<file path="config.mk">
export PLATFORM = sky130hd
export DESIGN_NAME = hilo_regs
export DESIGN_NICKNAME = d
export VERILOG_FILES = /design/src/hw/ex_pkg.sv /design/src/hw/hilo_regs.sv
export SDC_FILE = /design/constraint.sdc
export NUM_CORES = 1
export LEC_CHECK = 0
export BUFFER_PORTS_ARGS = -buffer_cell sky130_fd_sc_hd__buf_2
export CORE_ASPECT_RATIO = 2
export CORE_MARGIN = 10
export CORE_UTILIZATION = 25
export DETAILED_ROUTE_END_ITERATION = 16
export MAX_ROUTING_LAYER = met4
export PLACE_DENSITY = 0.55
export SLEW_MARGIN = 20
export SYNTH_ARGS = -nofsm -noshare
export SYNTH_HDL_FRONTEND = slang
export SYNTH_SLANG_ARGS = --single-unit
</file>
<file path="constraint.sdc">
create_clock -name clk -period 1 [get_ports clk]
set_clock_uncertainty 0.05 [all_clocks]
set_input_delay 0.2 -clock clk [delete_from_list [all_inputs] [get_ports clk]]
set_output_delay 0.2 -clock clk [all_outputs]
set_load 0.01 [all_outputs]
</file>
<file path="src/hw/ex_pkg.sv">
package ex_pkg;

    // datapath word.
    localparam int word_w = 32;

    // divider loop, one quotient bit per cycle.
    localparam int div_iters = 32;
    localparam int div_cnt_w = 6;   // holds 0 .. div_iters-1.

    // operation selector driven by decode.
    typedef enum logic [5:0] {
        alu_nop   = 6'd0,
        alu_add   = 6'd1,
        alu_sub   = 6'd2,
        alu_slt   = 6'd3,
        alu_sltu  = 6'd4,
        alu_div   = 6'd5,
        alu_divu  = 6'd6,
        alu_mult  = 6'd7,
        alu_multu = 6'd8,
        alu_and   = 6'd9,
        alu_nor   = 6'd10,
        alu_or    = 6'd11,
        alu_xor   = 6'd12,
        alu_sll   = 6'd13,
        alu_sra   = 6'd14,
        alu_srl   = 6'd15,
        alu_lui   = 6'd16,
        alu_mthi  = 6'd17,
        alu_mtlo  = 6'd18,
        alu_mfhi  = 6'd19,
        alu_mflo  = 6'd20
    } alu_sel_e;

endpackage
</file>
<file path="src/hw/hilo_regs.sv">
`timescale 1ns/1ps

module hilo_regs import ex_pkg::*; (
    input  logic              clk,
    input  logic              reset,
    input  logic              hi_we,
    input  logic              lo_we,
    input  logic [word_w-1:0] hi_next,
    input  logic [word_w-1:0] lo_next,
    output logic [word_w-1:0] hi,
    output logic [word_w-1:0] lo
);
    // architectural hi, remainder or upper product half.
    always_ff @(posedge clk) begin
        if (reset) begin
            hi <= '0;
        end else if (hi_we) begin
            hi <= hi_next;
        end
    end

    // architectural lo, quotient or lower product half.
    always_ff @(posedge clk) begin
        if (reset) begin
            lo <= '0;
        end else if (lo_we) begin
            lo <= lo_next;
        end
    end

endmodule

</file>
## Word-level counts from Yosys, hierarchy flattened

Cells that the tools add are included.

- Bits of input ports: 68
- Register bits after elaboration: 64

## Longest topological paths before layout

- Depth after elaboration: 0
- Depth in mapped cells: 4

## Least setup slack after synthesis

Ideal clock, no wire load.

- Path kind: in2reg
- From: input port hi_we
- To: register hi[0]
- Buffers on the path: 2
- Path slack: 0.168 ns
- Stages on the path: 4
- Arrival: 0.665 ns
- Required time: 0.833 ns
- Cell sequence: buf_6 buf_12 mux2i_1 nor2_1

RTL lines:

| element | RTL line | source |
|---|---|---|
| start, declared | hilo_regs.sv:6 | `input logic hi_we,` |
| end signal, assigned | hilo_regs.sv:18 | `hi <= hi_next;` |
| end, declared | hilo_regs.sv:10 | `output logic [word_w-1:0] hi,` |

## Worst setup path in the final report

- From: register hi[24]
- To: output port hi[24]

No word-level cell between the ends.

==> results_dict.tcl <==
set metrics [dict create \
    start_util_pct 25.8 \
    drt-total-wl_um 6650 \
    path_class "reg2out" \
    io_buffer_count 131 \
    crit_path_max_incr_delay_ps 320 \
    synth-async-reset-ratio_pct 0 \
    nets 410 \
    top_layer_used "met4" \
    synth_cell_types 7 \
    path_clk_slew_ps 50 \
    grt_setup_unrepaired "true" \
    cts_buffer_depth 2 \
    worstSkewPairLatency_ps 320 \
    min_path_cells 3 \
    status "finished with violations" \
    synth-main-ff-cell "dfxtp_1" \
    endpoint_kind "primary output" \
    viasPerCell 4.25 \
    yosys.area.top_type_share_pct 54.8 \
    postCtsHoldBufs 0 \
    synth_edf_count 0 \
    ys_top_cells_by_area "dfxtp_1 (55%), mux2i_1 (27%), nor2_1 (10%)" \
    area_growth_pct 66.0 \
    worst-path-max-fanout 2 \
    timing.final.ws_setup_ps -13.7 \
    hold_viol 0 \
    routedWlPerCell_um 14.8 \
    synth.avg_cell_area_um2 11.3 \
    p_per_area_mw_per_mm2 1840 \
    syn_area_mm2 0.00234 \
    cp_slowest_cell "dfxtp_2" \
    ff2ff_path_depth 3 \
    drtIter0Drc 64 \
    path_buf_inv 1 \
    cts_root_buf "clkbuf_16" \
    hpwl_um 5080 \
    gp_congestion 0.669 \
    wl_met1_um 2410 \
    r2r_start "lo[3]" \
    crit_chain "buf_6" \
    yosys.area.top_type "dfxtp_1" \
    reg2reg_slack_ps 210 \
    drv_cap 0 \
    finalCritPeriodShare_pct 101 \
    grt_antenna_before_repair 1 \
    yosysWarnings 0 \
    worst_hold_path_type "in2reg" \
    clock_sinks 64 \
    htreeDepth 3 \
    cp-start-kind "register" \
    gr-total-overflow 0 \
    crit_arrival_ps 760 \
    worstHoldStart "lo_next[21]" \
    peakVddDrop_v 0.000921 \
    dr.pass1.iters 4 \
    vias 1911 \
    dr_wl_met3_um 630 \
    synth_seq_cells 64 \
    fp-row-count 49 \
    antenna_left 0 \
    ys_seq_area_share_pct 54.8 \
    report.final.slew_viol_count 0 \
    grt_max_degree 42 \
    ys_top_cells_by_count "dfxtp_1 (64), mux2i_1 (64), nor2_1 (64)" \
    drc_errors 0 \
    synthCells 207 \
    setup_violations 59 \
    drive_above_1_share_pct 62.8 \
    fin_crit_ps 1010 \
    multi_input_area_um2 881 \
    layout.cells.non_filler 450 \
    die-height_um 157 \
    holdPathEnd "lo[21]" \
    grt_pass1_wl_um 10300 \
    wl_met2_um 3510 \
    critPathTopFamily "flip-flops" \
    cts_tree "yes" \
    max_freq_mhz 986 \
    cellLeakagePower_nw 1.92 \
    core-area_mm2 0.00907 \
    required_ps 750 \
    tightest_slew_ps 191 \
    reg2reg_to "lo[3]" \
    max_slew_margin_pct 87.3 \
    syn_nets 275 \
    dp_cells 431 \
    numCtsBuffers 9 \
    chipWidth_um 88.4 \
    boundaryPins 132 \
    first_global_vias 2036 \
    seq_area_mm2 0.00136 \
    whs_ps 58.8 \
    violations "negative setup slack" \
    dieArea_mm2 0.0139 \
    grt.total_usage_pct 9.90 \
    fillers 863 \
]
power breakdown:
group / total, W / internal [W] / switching (W)
sequential: 0.00284 / 0.00274 / 0.000104
combinational: 0.000923 / 0.000551 / 0.000372
clock: 0.00339 / 0.00232 / 0.00107
worst max-delay path by stage:
stage,slack [ps],startpoint,cells after the start,to
6_report,-10,hi[24],1,hi[24]
5_1_grt,-50,hi[13],1,hi[13]
4_1_cts,-30,hi[22],1,hi[22]
3_5_place_dp,1,hi_we,4,hi[16]
3_3_place_gp,30,lo_we,4,lo[24]
2_1_floorplan,170,hi_we,4,hi[0]
cell type report:
cell class	count	share of cell area [%]
Sequential cell	64	35.1
Clock inverter	4	1.97
Timing Repair Buffer	139	30.3
Tap cell	102	3.29
Antenna cell	1	0.0644
Clock buffer	12	6.60
Multi-Input combinational cell	128	22.7
registers in the layout (all words and copies together) (netlist names):
register	count
hi	32
lo	32
metrics by stage:
step                      setup TNS [ps]  area (um2)  util (%)  worst slack [ps]  power [W]
after floorplan                        0        2340         -               168    0.00326
after global placement                 0        3050      33.6              29.4    0.00358
after detailed placement               0        3050      33.6              1.04    0.00360
after CTS                          -1630        3870      42.6             -31.3    0.00729
after global routing               -2310        3880      42.8             -49.7    0.00748
final                               -403        3880      42.8             -13.7    0.00716
repair_timing:
action,CTS,global route
buffers inserted,0,2
pin swaps,0,0
hold endpoints to repair,0,0
setup endpoints to repair,64,64
gates resized for setup,128,0
cells by family after synthesis:
logic type / Yosys count / synth area share, %
multiplexers: 64 / 27.4
buffers and inverters: 15 / 7.59
AND/OR/NAND/NOR: 64 / 10.3
flip-flops: 64 / 54.8
layer usage:
layer  track usage (%)  vias to the layer above
li1                  -                      950
met1              9.48                      872
met2              16.2                       80
met3              4.68                        9
met4              4.88                        0
met5                 -                        -
cells in the final DEF, fill, tap and decap left out:
cell	synthesis	routed
buf_12	6	5
nor2_1	64	64
clkbuf_16	0	9
buf_2	6	67
clkinv_4	0	1
diode_2	0	1
bufinv_16	0	2
dfxtp_2	0	64
mux2i_1	64	64
clkinvlp_4	0	1
clkbuf_1	0	1
buf_6	2	64
buf_4	0	3
clkbuf_8	0	2
No activity file was read; power rests on OpenSTA's default activity.
