<file path="config.mk">
export PLATFORM = sky130hd
export DESIGN_NAME = divider_flat
export DESIGN_NICKNAME = d
export VERILOG_FILES = /design/src/hw/ex_pkg.sv /design/src/hw/div_if.sv /design/src/hw/divider.sv /design/src/flat_wrapper.sv
export SDC_FILE = /design/constraint.sdc
export NUM_CORES = 1
export LEC_CHECK = 0
export ABC_AREA = 1
export BUFFER_PORTS_ARGS = -buffer_cell sky130_fd_sc_hd__buf_2
export CAP_MARGIN = 20
export CORE_MARGIN = 8
export CORE_UTILIZATION = 43
export CTS_BUF_LIST = sky130_fd_sc_hd__clkbuf_2 sky130_fd_sc_hd__clkbuf_4 sky130_fd_sc_hd__clkbuf_8
export CTS_CLUSTER_DIAMETER = 200
export CTS_CLUSTER_SIZE = 10
export DETAILED_ROUTE_END_ITERATION = 6
export PLACE_DENSITY = 0.68
export RECOVER_POWER = 25
export SETUP_SLACK_MARGIN = 0.02
export SYNTH_ARGS = -nofsm -noshare
export SYNTH_HDL_FRONTEND = slang
export SYNTH_SLANG_ARGS = --single-unit
</file>
<file path="constraint.sdc">
create_clock -name clk -period 5.7 [get_ports clk]
set_clock_uncertainty 0.2 [all_clocks]
set_input_delay 0.57 -clock clk [delete_from_list [all_inputs] [get_ports clk]]
set_output_delay 0.57 -clock clk [all_outputs]
set_load 0.05 [all_outputs]
</file>
<file path="src/hw/ex_pkg.sv">
package ex_pkg;

    // datapath word.
    localparam int word_w = 32;

    // divider loop, one quotient bit per cycle.
    localparam int div_iters = 32;
    localparam int div_cnt_w = 6;   // holds 0 .. div_iters-1.

    // operation selector driven by decode.
    typedef enum logic [5:0] {
        alu_nop   = 6'd0,
        alu_add   = 6'd1,
        alu_sub   = 6'd2,
        alu_slt   = 6'd3,
        alu_sltu  = 6'd4,
        alu_div   = 6'd5,
        alu_divu  = 6'd6,
        alu_mult  = 6'd7,
        alu_multu = 6'd8,
        alu_and   = 6'd9,
        alu_nor   = 6'd10,
        alu_or    = 6'd11,
        alu_xor   = 6'd12,
        alu_sll   = 6'd13,
        alu_sra   = 6'd14,
        alu_srl   = 6'd15,
        alu_lui   = 6'd16,
        alu_mthi  = 6'd17,
        alu_mtlo  = 6'd18,
        alu_mfhi  = 6'd19,
        alu_mflo  = 6'd20
    } alu_sel_e;

endpackage
</file>
<file path="src/hw/div_if.sv">
`timescale 1ns/1ps

interface div_if import ex_pkg::*; (
    input logic clk
);
    // request, held by the alu while the selector is div or divu.
    logic              en;
    logic              sign;
    logic [word_w-1:0] dividend;
    logic [word_w-1:0] divisor;

    // result side.
    logic [word_w-1:0] quotient;
    logic [word_w-1:0] remainder;
    logic              ready;   // one cycle pulse.
    logic              stall;   // low again in the ready cycle.

    // clk is only seen by the alu side, for its hold check.
    modport alu_side (
        input  clk,
        output en, sign, dividend, divisor,
        input  quotient, remainder, ready, stall
    );

    modport div_side (
        input  en, sign, dividend, divisor,
        output quotient, remainder, ready, stall
    );

endinterface

</file>
<file path="src/hw/divider.sv">
`timescale 1ns/1ps

module divider import ex_pkg::*; (
    input logic     clk,
    input logic     reset,
    div_if.div_side dif
);
    typedef enum logic [1:0] {
        div_idle,
        div_busy,
        div_done,
        div_hold
    } div_state_e;

    div_state_e state;
    logic [div_cnt_w-1:0] cnt;

    logic [word_w-1:0] rem_q;
    logic [word_w-1:0] quo_q;   // dividend bits shift out, quotient bits shift in.
    logic [word_w-1:0] dvs_q;
    logic              q_neg;
    logic              r_neg;
    logic              dvz;

    logic              start;
    logic              a_neg;
    logic              b_neg;
    logic [word_w-1:0] a_mag;
    logic [word_w-1:0] b_mag;
    logic [word_w:0]   partial;
    logic [word_w:0]   diff;

    assign start = (state == div_idle) && dif.en;

    // magnitudes of the operands, signed only for div.
    assign a_neg = dif.sign && dif.dividend[word_w-1];
    assign b_neg = dif.sign && dif.divisor[word_w-1];
    assign a_mag = a_neg ? -dif.dividend : dif.dividend;
    assign b_mag = b_neg ? -dif.divisor : dif.divisor;

    // one restoring step.
    assign partial = {rem_q, quo_q[word_w-1]};
    assign diff    = partial - {1'b0, dvs_q};

    always_ff @(posedge clk) begin
        if (reset) begin
            state <= div_idle;
            cnt   <= '0;
        end else begin
            case (state)
                div_idle: begin
                    if (start) begin
                        state <= div_busy;
                        cnt   <= '0;
                    end
                end
                div_busy: begin
                    cnt <= cnt + 1'b1;
                    if (cnt == div_cnt_w'(div_iters - 1)) begin
                        state <= div_done;
                    end
                end
                div_done: state <= div_hold;   // en is ignored for one cycle.
                default:  state <= div_idle;
            endcase
        end
    end

    always_ff @(posedge clk) begin
        if (start) begin
            rem_q <= '0;
            quo_q <= a_mag;
            dvs_q <= b_mag;
            q_neg <= a_neg ^ b_neg;
            r_neg <= a_neg;                  // remainder follows the dividend.
            dvz   <= (dif.divisor == '0);
        end else if (state == div_busy) begin
            if (!diff[word_w]) begin
                rem_q <= diff[word_w-1:0];
                quo_q <= {quo_q[word_w-2:0], 1'b1};
            end else begin
                rem_q <= partial[word_w-1:0];
                quo_q <= {quo_q[word_w-2:0], 1'b0};
            end
        end
    end

    // sign fix on the way out; a zero divisor leaves rem_q at |dividend|.
    assign dif.quotient  = dvz ? '1 : (q_neg ? -quo_q : quo_q);
    assign dif.remainder = r_neg ? -rem_q : rem_q;
    assign dif.ready     = (state == div_done);
    assign dif.stall     = start || (state == div_busy);

    // result due div_iters + 1 cycles after the start.
    a_ready_pulse: assert property (@(posedge clk) disable iff (reset)
        start |-> ##(div_iters + 1) dif.ready ##1 !dif.ready)
        else $error("divider: ready not a single pulse div_iters + 1 cycles after start");

    a_stall_ready: assert property (@(posedge clk) disable iff (reset)
        start |-> ##(div_iters + 1) !dif.stall)
        else $error("divider: stall still high in the ready cycle");

    // the request may not move between the start and the result.
    a_ops_stable: assert property (@(posedge clk) disable iff (reset)
        (state == div_busy || state == div_done) |->
            $stable(dif.dividend) && $stable(dif.divisor) && $stable(dif.sign))
        else $error("divider: operands changed while busy");

endmodule

</file>
<file path="src/flat_wrapper.sv">
// flat-port wrapper written by rule: the top's interface ports become plain ports
module divider_flat import ex_pkg::*;
  (clk, reset, dif_en, dif_sign, dif_dividend, dif_divisor, dif_quotient, dif_remainder, dif_ready, dif_stall);
  div_if dif_i (.clk(clk));
  input logic clk;
  input logic reset;
  input wire logic [$bits(dif_i.en)-1:0] dif_en;
  input wire logic [$bits(dif_i.sign)-1:0] dif_sign;
  input wire logic [$bits(dif_i.dividend)-1:0] dif_dividend;
  input wire logic [$bits(dif_i.divisor)-1:0] dif_divisor;
  output wire logic [$bits(dif_i.quotient)-1:0] dif_quotient;
  output wire logic [$bits(dif_i.remainder)-1:0] dif_remainder;
  output wire logic [$bits(dif_i.ready)-1:0] dif_ready;
  output wire logic [$bits(dif_i.stall)-1:0] dif_stall;
  assign dif_i.en = dif_en;
  assign dif_i.sign = dif_sign;
  assign dif_i.dividend = dif_dividend;
  assign dif_i.divisor = dif_divisor;
  assign dif_quotient = dif_i.quotient;
  assign dif_remainder = dif_i.remainder;
  assign dif_ready = dif_i.ready;
  assign dif_stall = dif_i.stall;
  divider u_core (.clk(clk), .reset(reset), .dif(dif_i));
endmodule
</file>
Word level (Yosys, flattened, before mapping)
Cells that the tools add are included.
{ "totals": {"wordCells": 44, "in_bits": 68, "ff_bits": 107, "output_inout_bits": 66} }
{ "op_classes": {"addsub": 6, "mux": 14, "n_eq_ne": 5, "reduce_logical": 10, "bitwise": 1} }
{ "op_table": {"columns": ["op", "n"], "rows": [
  ["2-to-1 mux 32 bit", 8],
  ["negation 32 bit", 4],
  ["subtractor 33 x 32 -> 33 bit", 1],
  ["logical NOT 32 bit", 1],
  ["case mux 6 bit (2 select lines)", 1],
  ["adder 6 x 1 -> 6 bit (second input constant)", 1],
  ["equality test 6 x 5 -> 1 bit (second input constant)", 1],
  ["2-to-1 mux 6 bit", 1],
  ["case mux 2 bit (3 select lines)", 1],
  ["2-to-1 mux 2 bit", 2],
  ["inequality test 2 x 1 -> 1 bit (second input constant)", 2],
  ["AND reduction 2 bit", 2],
  ["nonzero test 2 bit", 2],
  ["logical AND 1 bit", 3],
  ["equality test 2 x 1 -> 1 bit (second input constant)", 1],
  ["equality test 2 bit (second input constant)", 1],
  ["logical NOT 2 bit", 1],
  ["logical OR 1 bit", 1],
  ["2-to-1 mux 1 bit", 1],
  ["bitwise XOR 1 bit", 1]
]} }

Depth between registers and ports, before layout
{ "depth": {"word_depth": 4, "depth_mapped": 18, "mapped_depth_nobuf": 17} }

Least setup slack after synthesis
OpenSTA, ideal clock, no wires.
{ "synth_timing": {"kind": "reg-to-output", "startpoint": "register u_core.quo_q[0]", "endpoint": "output dif_quotient[22]", "t_arrival_ns": 2.579, "n_path_buf": 0, "path_stages_with_launch": 11, "t_required_ns": 4.930, "path_slack_ns": 2.351, "cell_sequence": "edfxtp_1 -> inv_1 -> ha_1 -> inv_1 -> nor3_2 -> nand4_1 -> nor2_2 -> nand2_1 -> nor2_2 -> a21oi_1 -> o21ai_0"} }
{ "synth_via": {"elab_chain_cells": 3} }
{ "synth_rtl": {"columns": ["item", "line", "source"], "rows": [
  ["start: declaration", "divider.sv:19", "logic [word_w-1:0] quo_q;"],
  ["start signal: assignment", "divider.sv:72", "quo_q <= a_mag;"],
  ["start signal: assignment", "divider.sv:80", "quo_q <= {quo_q[word_w-2:0], 1'b1};"],
  ["start signal: assignment", "divider.sv:83", "quo_q <= {quo_q[word_w-2:0], 1'b0};"],
  ["negation 32 bit", "divider.sv:89", "assign dif.quotient = dvz ? '1 : (q_neg ? -quo_q : quo_q);"],
  ["2-to-1 mux 32 bit (2 in a row)", "divider.sv:89", null],
  ["end: declaration", "flat_wrapper.sv:11", "output wire logic [$bits(dif_i.quotient)-1:0] dif_quotient;"]
]} }
Every way passes these cells.

Final worst setup path
{ "layout_timing": {"startpoint": "register u_core.state[0]", "endpoint": "output dif_stall"} }
{ "layout_via": {"elab_chain_cells": 3, "elab_cells_between_ends": 4, "cone_classes": "eq/ne (1); reduce/logical (3)"} }
{ "layout_rtl": {"columns": ["item", "line", "source"], "rows": [
  ["start: declaration", "divider.sv:15", "div_state_e state;"],
  ["start signal: assignment", "divider.sv:47", "state <= div_idle;"],
  ["start signal: assignment", "divider.sv:53", "state <= div_busy;"],
  ["start signal: assignment", "divider.sv:60", "state <= div_done;"],
  ["logical NOT 2 bit", "divider.sv:33", "assign start = (state == div_idle) && dif.en;"],
  ["logical AND 1 bit", "divider.sv:33", null],
  ["logical OR 1 bit *", "divider.sv:92", "assign dif.stall = start || (state == div_busy);"],
  ["end: declaration", "flat_wrapper.sv:14", "output wire logic [$bits(dif_i.stall)-1:0] dif_stall;"]
]} }
Mark *: on every way between the ends. The rest lies on a longest branch, timed or not.

==> report_table.html <==
<table>
<tr><th>Metric</th><th>Value</th></tr>
<tr><th colspan="2">Route</th></tr>
<tr><td>Overall via count from detail_route</td><td>10540</td></tr>
<tr><td>Final antenna-violating net count</td><td>0</td></tr>
<tr><td>Number of design rule violations left after detail routing</td><td>0</td></tr>
<tr><td>Routed Wire Length</td><td>between 30000 and 40000 um</td></tr>
<tr><td>Vias per cell</td><td>5.008</td></tr>
<tr><td>Detailed-route wire length per cell</td><td>14.79 um</td></tr>
<tr><td>Initial DRC Count</td><td>898</td></tr>
<tr><td>Drt pass-1 iters</td><td>5</td></tr>
<tr><th colspan="2">Worst setup path</th></tr>
<tr><td>Stage delay of the slowest cell on the critical path</td><td>1090 ps</td></tr>
<tr><td>Arrival time at the worst endpoint</td><td>approximately 3600 ps</td></tr>
<tr><td>Category of cells accounting for the largest share of critical-path delay</td><td>buffers and inverters</td></tr>
<tr><td>Sequence of cells on the critical path</td><td>inv_1 &gt; ha_1 &gt; nand2_1 &gt; clkbuf_1 &gt; inv_1 &gt; nor2_2 &gt; buf_4 &gt; inv_1 &gt; buf_4 &gt; buf_2</td></tr>
<tr><td>Critical path fanouts, max</td><td>40</td></tr>
<tr><td>Buffering stage count on the worst path with inverters included</td><td>7</td></tr>
<tr><td>Startpoint type of the worst setup path</td><td>flip-flop</td></tr>
<tr><td>Worst setup EP type</td><td>output port</td></tr>
<tr><td>Cell at the slowest stage of the critical path</td><td>sky130_fd_sc_hd__clkbuf_1</td></tr>
<tr><td>CP most frequent cell</td><td>sky130_fd_sc_hd__inv_1</td></tr>
<tr><td>Path type of the worst setup path</td><td>flip-flop to output port</td></tr>
<tr><td>Required time of the critical path</td><td>4930 ps</td></tr>
<tr><th colspan="2">Clock network</th></tr>
<tr><td>Clock latency on the worst-skew pair</td><td>410 ps</td></tr>
<tr><td>Root Buffer Master</td><td>sky130_fd_sc_hd__clkbuf_8</td></tr>
<tr><td>Number of cells upsized or downsized after cts</td><td>0</td></tr>
<tr><td>Clock-pin slew on the worst setup and hold paths</td><td>130 ps</td></tr>
<tr><td>Number of buffers inserted for hold repair after clock tree synthesis</td><td>0</td></tr>
<tr><td>TritonCTS clock tree</td><td>yes</td></tr>
<tr><td>Clock buffer depth</td><td>2</td></tr>
<tr><td>Number of buffers inserted during clock tree synthesis</td><td>9</td></tr>
<tr><td>CTS H-tree depth</td><td>3</td></tr>
<tr><td>Clock sinks</td><td>approximately 110</td></tr>
<tr><td>Number of setup buffers added after CTS</td><td>0</td></tr>
<tr><th colspan="2">Floorplanning</th></tr>
<tr><td>Die area</td><td>a little under 0.03 mm^2</td></tr>
<tr><td>Std-Cell Rows</td><td>56</td></tr>
<tr><td>Number of primary I/O pins</td><td>134</td></tr>
<tr><td>Die height</td><td>169.8 um</td></tr>
<tr><td>Core ar.</td><td>0.02333 mm^2</td></tr>
<tr><td>Width of the chip</td><td>169.8 um</td></tr>
<tr><td>Starting density of the core</td><td>0.4360</td></tr>
<tr><th colspan="2">Yosys</th></tr>
<tr><td>Syn nets</td><td>roughly 1800</td></tr>
<tr><td>#FFs+latches synth</td><td>107</td></tr>
<tr><td>Distinct cell type count of the synthesized netlist</td><td>37</td></tr>
<tr><td>Share of the yosys chip area belonging to registers</td><td>0.2765</td></tr>
<tr><td>Synth Area per Inst</td><td>6.110 um^2</td></tr>
<tr><td>Combined area of all synthesized cells</td><td>0.01017 mm^2</td></tr>
<tr><td>Gate count after technology mapping</td><td>~1700</td></tr>
<tr><td>Warnings, synthesis</td><td>0</td></tr>
<tr><th colspan="2">Power and ir drop</th></tr>
<tr><td>Post-layout total power</td><td>4549 uW</td></tr>
<tr><td>Total power density per cell area</td><td>between 400 and 500 mW/mm^2</td></tr>
<tr><td>Static leakage</td><td>roughly 0.006 uW</td></tr>
<tr><td>Peak supply drop</td><td>0.3227 mV</td></tr>
<tr><th colspan="2">Timing</th></tr>
<tr><td>Final max-slew violation count</td><td>41</td></tr>
<tr><td>Remaining max-slew budget at the tightest pin</td><td>-0.01552</td></tr>
<tr><td>Setup slack of the critical path after layout</td><td>1302 ps</td></tr>
<tr><td>Pin slew with the least headroom to its limit</td><td>between 1500 and 2000 ps</td></tr>
<tr><td>Count of endpoints failing hold in the final timing report</td><td>0</td></tr>
<tr><td>RSZ-0062 raised after global routing</td><td>false</td></tr>
<tr><td>Total negative slack for setup checks</td><td>0 ps</td></tr>
<tr><td>Fmax achieved</td><td>227.4 MHz</td></tr>
<tr><td>Setup Viol. Count Final</td><td>0</td></tr>
<tr><td>Final Critical Period</td><td>4398 ps</td></tr>
<tr><td>Part of the cycle the worst path needs</td><td>0.7715</td></tr>
<tr><th colspan="2">Global routing</th></tr>
<tr><td>Number of antenna violations at the first check in global routing</td><td>3</td></tr>
<tr><td>Maximum number of pins on one net before global-route repair</td><td>64</td></tr>
<tr><td>Wire length of the first global-routing pass</td><td>50170 um</td></tr>
<tr><td>All-Layer GR Usage</td><td>0.2156</td></tr>
<tr><td>Vias in the first global route</td><td>10100</td></tr>
<tr><td>Remaining global-route overflow</td><td>0</td></tr>
<tr><th colspan="2">Placement</th></tr>
<tr><td>Buffers on Ports</td><td>133</td></tr>
<tr><td>Half-perimeter wire length of the detailed placement result</td><td>24920 um</td></tr>
<tr><td>Final GP Congestion</td><td>0.9579</td></tr>
<tr><td>Minimum setup slack after placement</td><td>roughly 2400 ps</td></tr>
<tr><th colspan="2">Final layout</th></tr>
<tr><td>Most common cell after layout, fill and taps aside</td><td>sky130_fd_sc_hd__nand2_1</td></tr>
<tr><td>Final cell utilization of the core</td><td>0.4867</td></tr>
<tr><td>Fraction of layout instances using a drive strength above 1</td><td>0.09804</td></tr>
<tr><td>Area growth from synthesis to layout</td><td>11.62%</td></tr>
<tr><td>Net total in the final layout</td><td>1889</td></tr>
<tr><td>Most frequent cells in the layout</td><td>sky130_fd_sc_hd__nand2_1, sky130_fd_sc_hd__inv_1, sky130_fd_sc_hd__nor2_1</td></tr>
<tr><td>Filler cell count in the final layout</td><td>2457</td></tr>
<tr><th colspan="2">Run status</th></tr>
<tr><td>Violations in the final reports</td><td>capacitance limit, slew limit</td></tr>
<tr><td>Run status</td><td>finished, violations left</td></tr>
<tr><th colspan="2">Flow run</th></tr>
<tr><td>Max-cap violations</td><td>1</td></tr>
<tr><th colspan="2">Min path</th></tr>
<tr><td>Type of the most critical hold path</td><td>input pin to flip-flop</td></tr>
</table>
-- worst register-to-register path, stage by stage, from the launching register on --
cell and delay [ps]:
sky130_fd_sc_hd__dfxtp_1 350, sky130_fd_sc_hd__inv_1 70, sky130_fd_sc_hd__ha_1 240, sky130_fd_sc_hd__nand2_1 70, sky130_fd_sc_hd__clkbuf_1 1090, sky130_fd_sc_hd__inv_1 190, sky130_fd_sc_hd__clkbuf_2 830, sky130_fd_sc_hd__nor2_2 280
sky130_fd_sc_hd__buf_4 410, sky130_fd_sc_hd__nand2_1 100, sky130_fd_sc_hd__o21ai_0 160
-- state kept, by name, summed over array words and instances (netlist names) --
name / count
u_core.dvz: 1
u_core.dvs_q: 32
u_core.rem_q: 32
u_core.q_neg: 1
u_core.r_neg: 1
u_core.state: 2
u_core.cnt: 6
u_core.quo_q: 32
-- cell usage after synthesis, drive strengths merged --
master,number,area [um^2]
nor3b,2,15.01
o21bai,1,7.510
and3,2,12.51
clkbuf,30,112.6
o31ai,6,45.04
inv,305,1145
nand3,131,660.6
xor2,58,508.0
fa,1,20.02
xnor2,32,280.3
dfxtp,40,800.8
nand3b,7,52.55
nor3,42,225.2
a21o,2,15.01
and2,9,56.30
a31oi,5,31.28
nand2,540,2044
ha,40,500.5
edfxtp,67,2012
nor4,6,37.54
o211ai,3,22.52
nor2,155,594.3
nand4,24,150.1
or2,9,56.31
o21ai,94,470.5
buf,6,52.55
a211oi,2,15.01
a21oi,46,230.2
-- path summary, 6_finish.rpt --
kind,startpoint,end,slack (ps),cells after the start
min reg2reg,u_core.cnt[1]$_SDFFE_PP0P_,u_core.cnt[1]$_SDFFE_PP0P_,280,2
min,reset,u_core.state[0]$_SDFFE_PP0P_,170,2
max reg2reg,u_core.state[0]$_SDFFE_PP0P_,u_core.rem_q[31]$_SDFFE_PP0P_,1630,10
max,u_core.state[0]$_SDFFE_PP0P_,dif_stall,1300,10
-- through the flow --
step	instance area, um^2	hold slack (ps)	instances
after floorplan	10170	248.2	1665
after global placement	11130	262.1	2088
after detailed placement	11130	272.1	2088
after CTS	11370	151.0	2104
after global routing	11360	155.0	2105
final	11360	165.3	2105
-- logic make-up (layout without fill, tap and decap cells) --
kind of cell,after synthesis,in the layout,share of synthesized area
XOR/XNOR,90,90,0.07748
other,0,1,0
AO/OA/AOI/OAI,159,159,0.08228
AND/OR/NAND/NOR,927,927,0.3838
adder cells (fa/ha/maj),41,41,0.05116
flip-flops,107,107,0.2765
buffers and inverters,341,461,0.1288
-- final cells by class --
class	instances	area, um^2	share of cell area
Multi-Input combinational cell	1217	6056	0.5333
Sequential cell	107	2813	0.2477
Inverter	305	1145	0.1008
Timing Repair Buffer	140	703.2	0.06192
Tap cell	319	399.1	0.03515
Clock buffer	9	123.9	0.01091
Clock inverter	7	113.9	0.01003
Antenna cell	1	2.502	0.0002204
-- layer usage --
metal / part of all wire / track usage / routed length [um]
met1: 0.44 / 0.2714 / 13710
met2: 0.48 / 0.3707 / 14840
met3: 0.052 / 0.02386 / 1612
met4: 0.030 / 0.08734 / 940
met5: 0.00064 / 0 / 20
-- power breakdown --
part           internal [uW]  total (uW)  switching, uW
Clock                    259         577            317
Sequential              1130        1330            203
Combinational            641        2640           2000
Note: power is estimated with default switching activity, not from simulation.
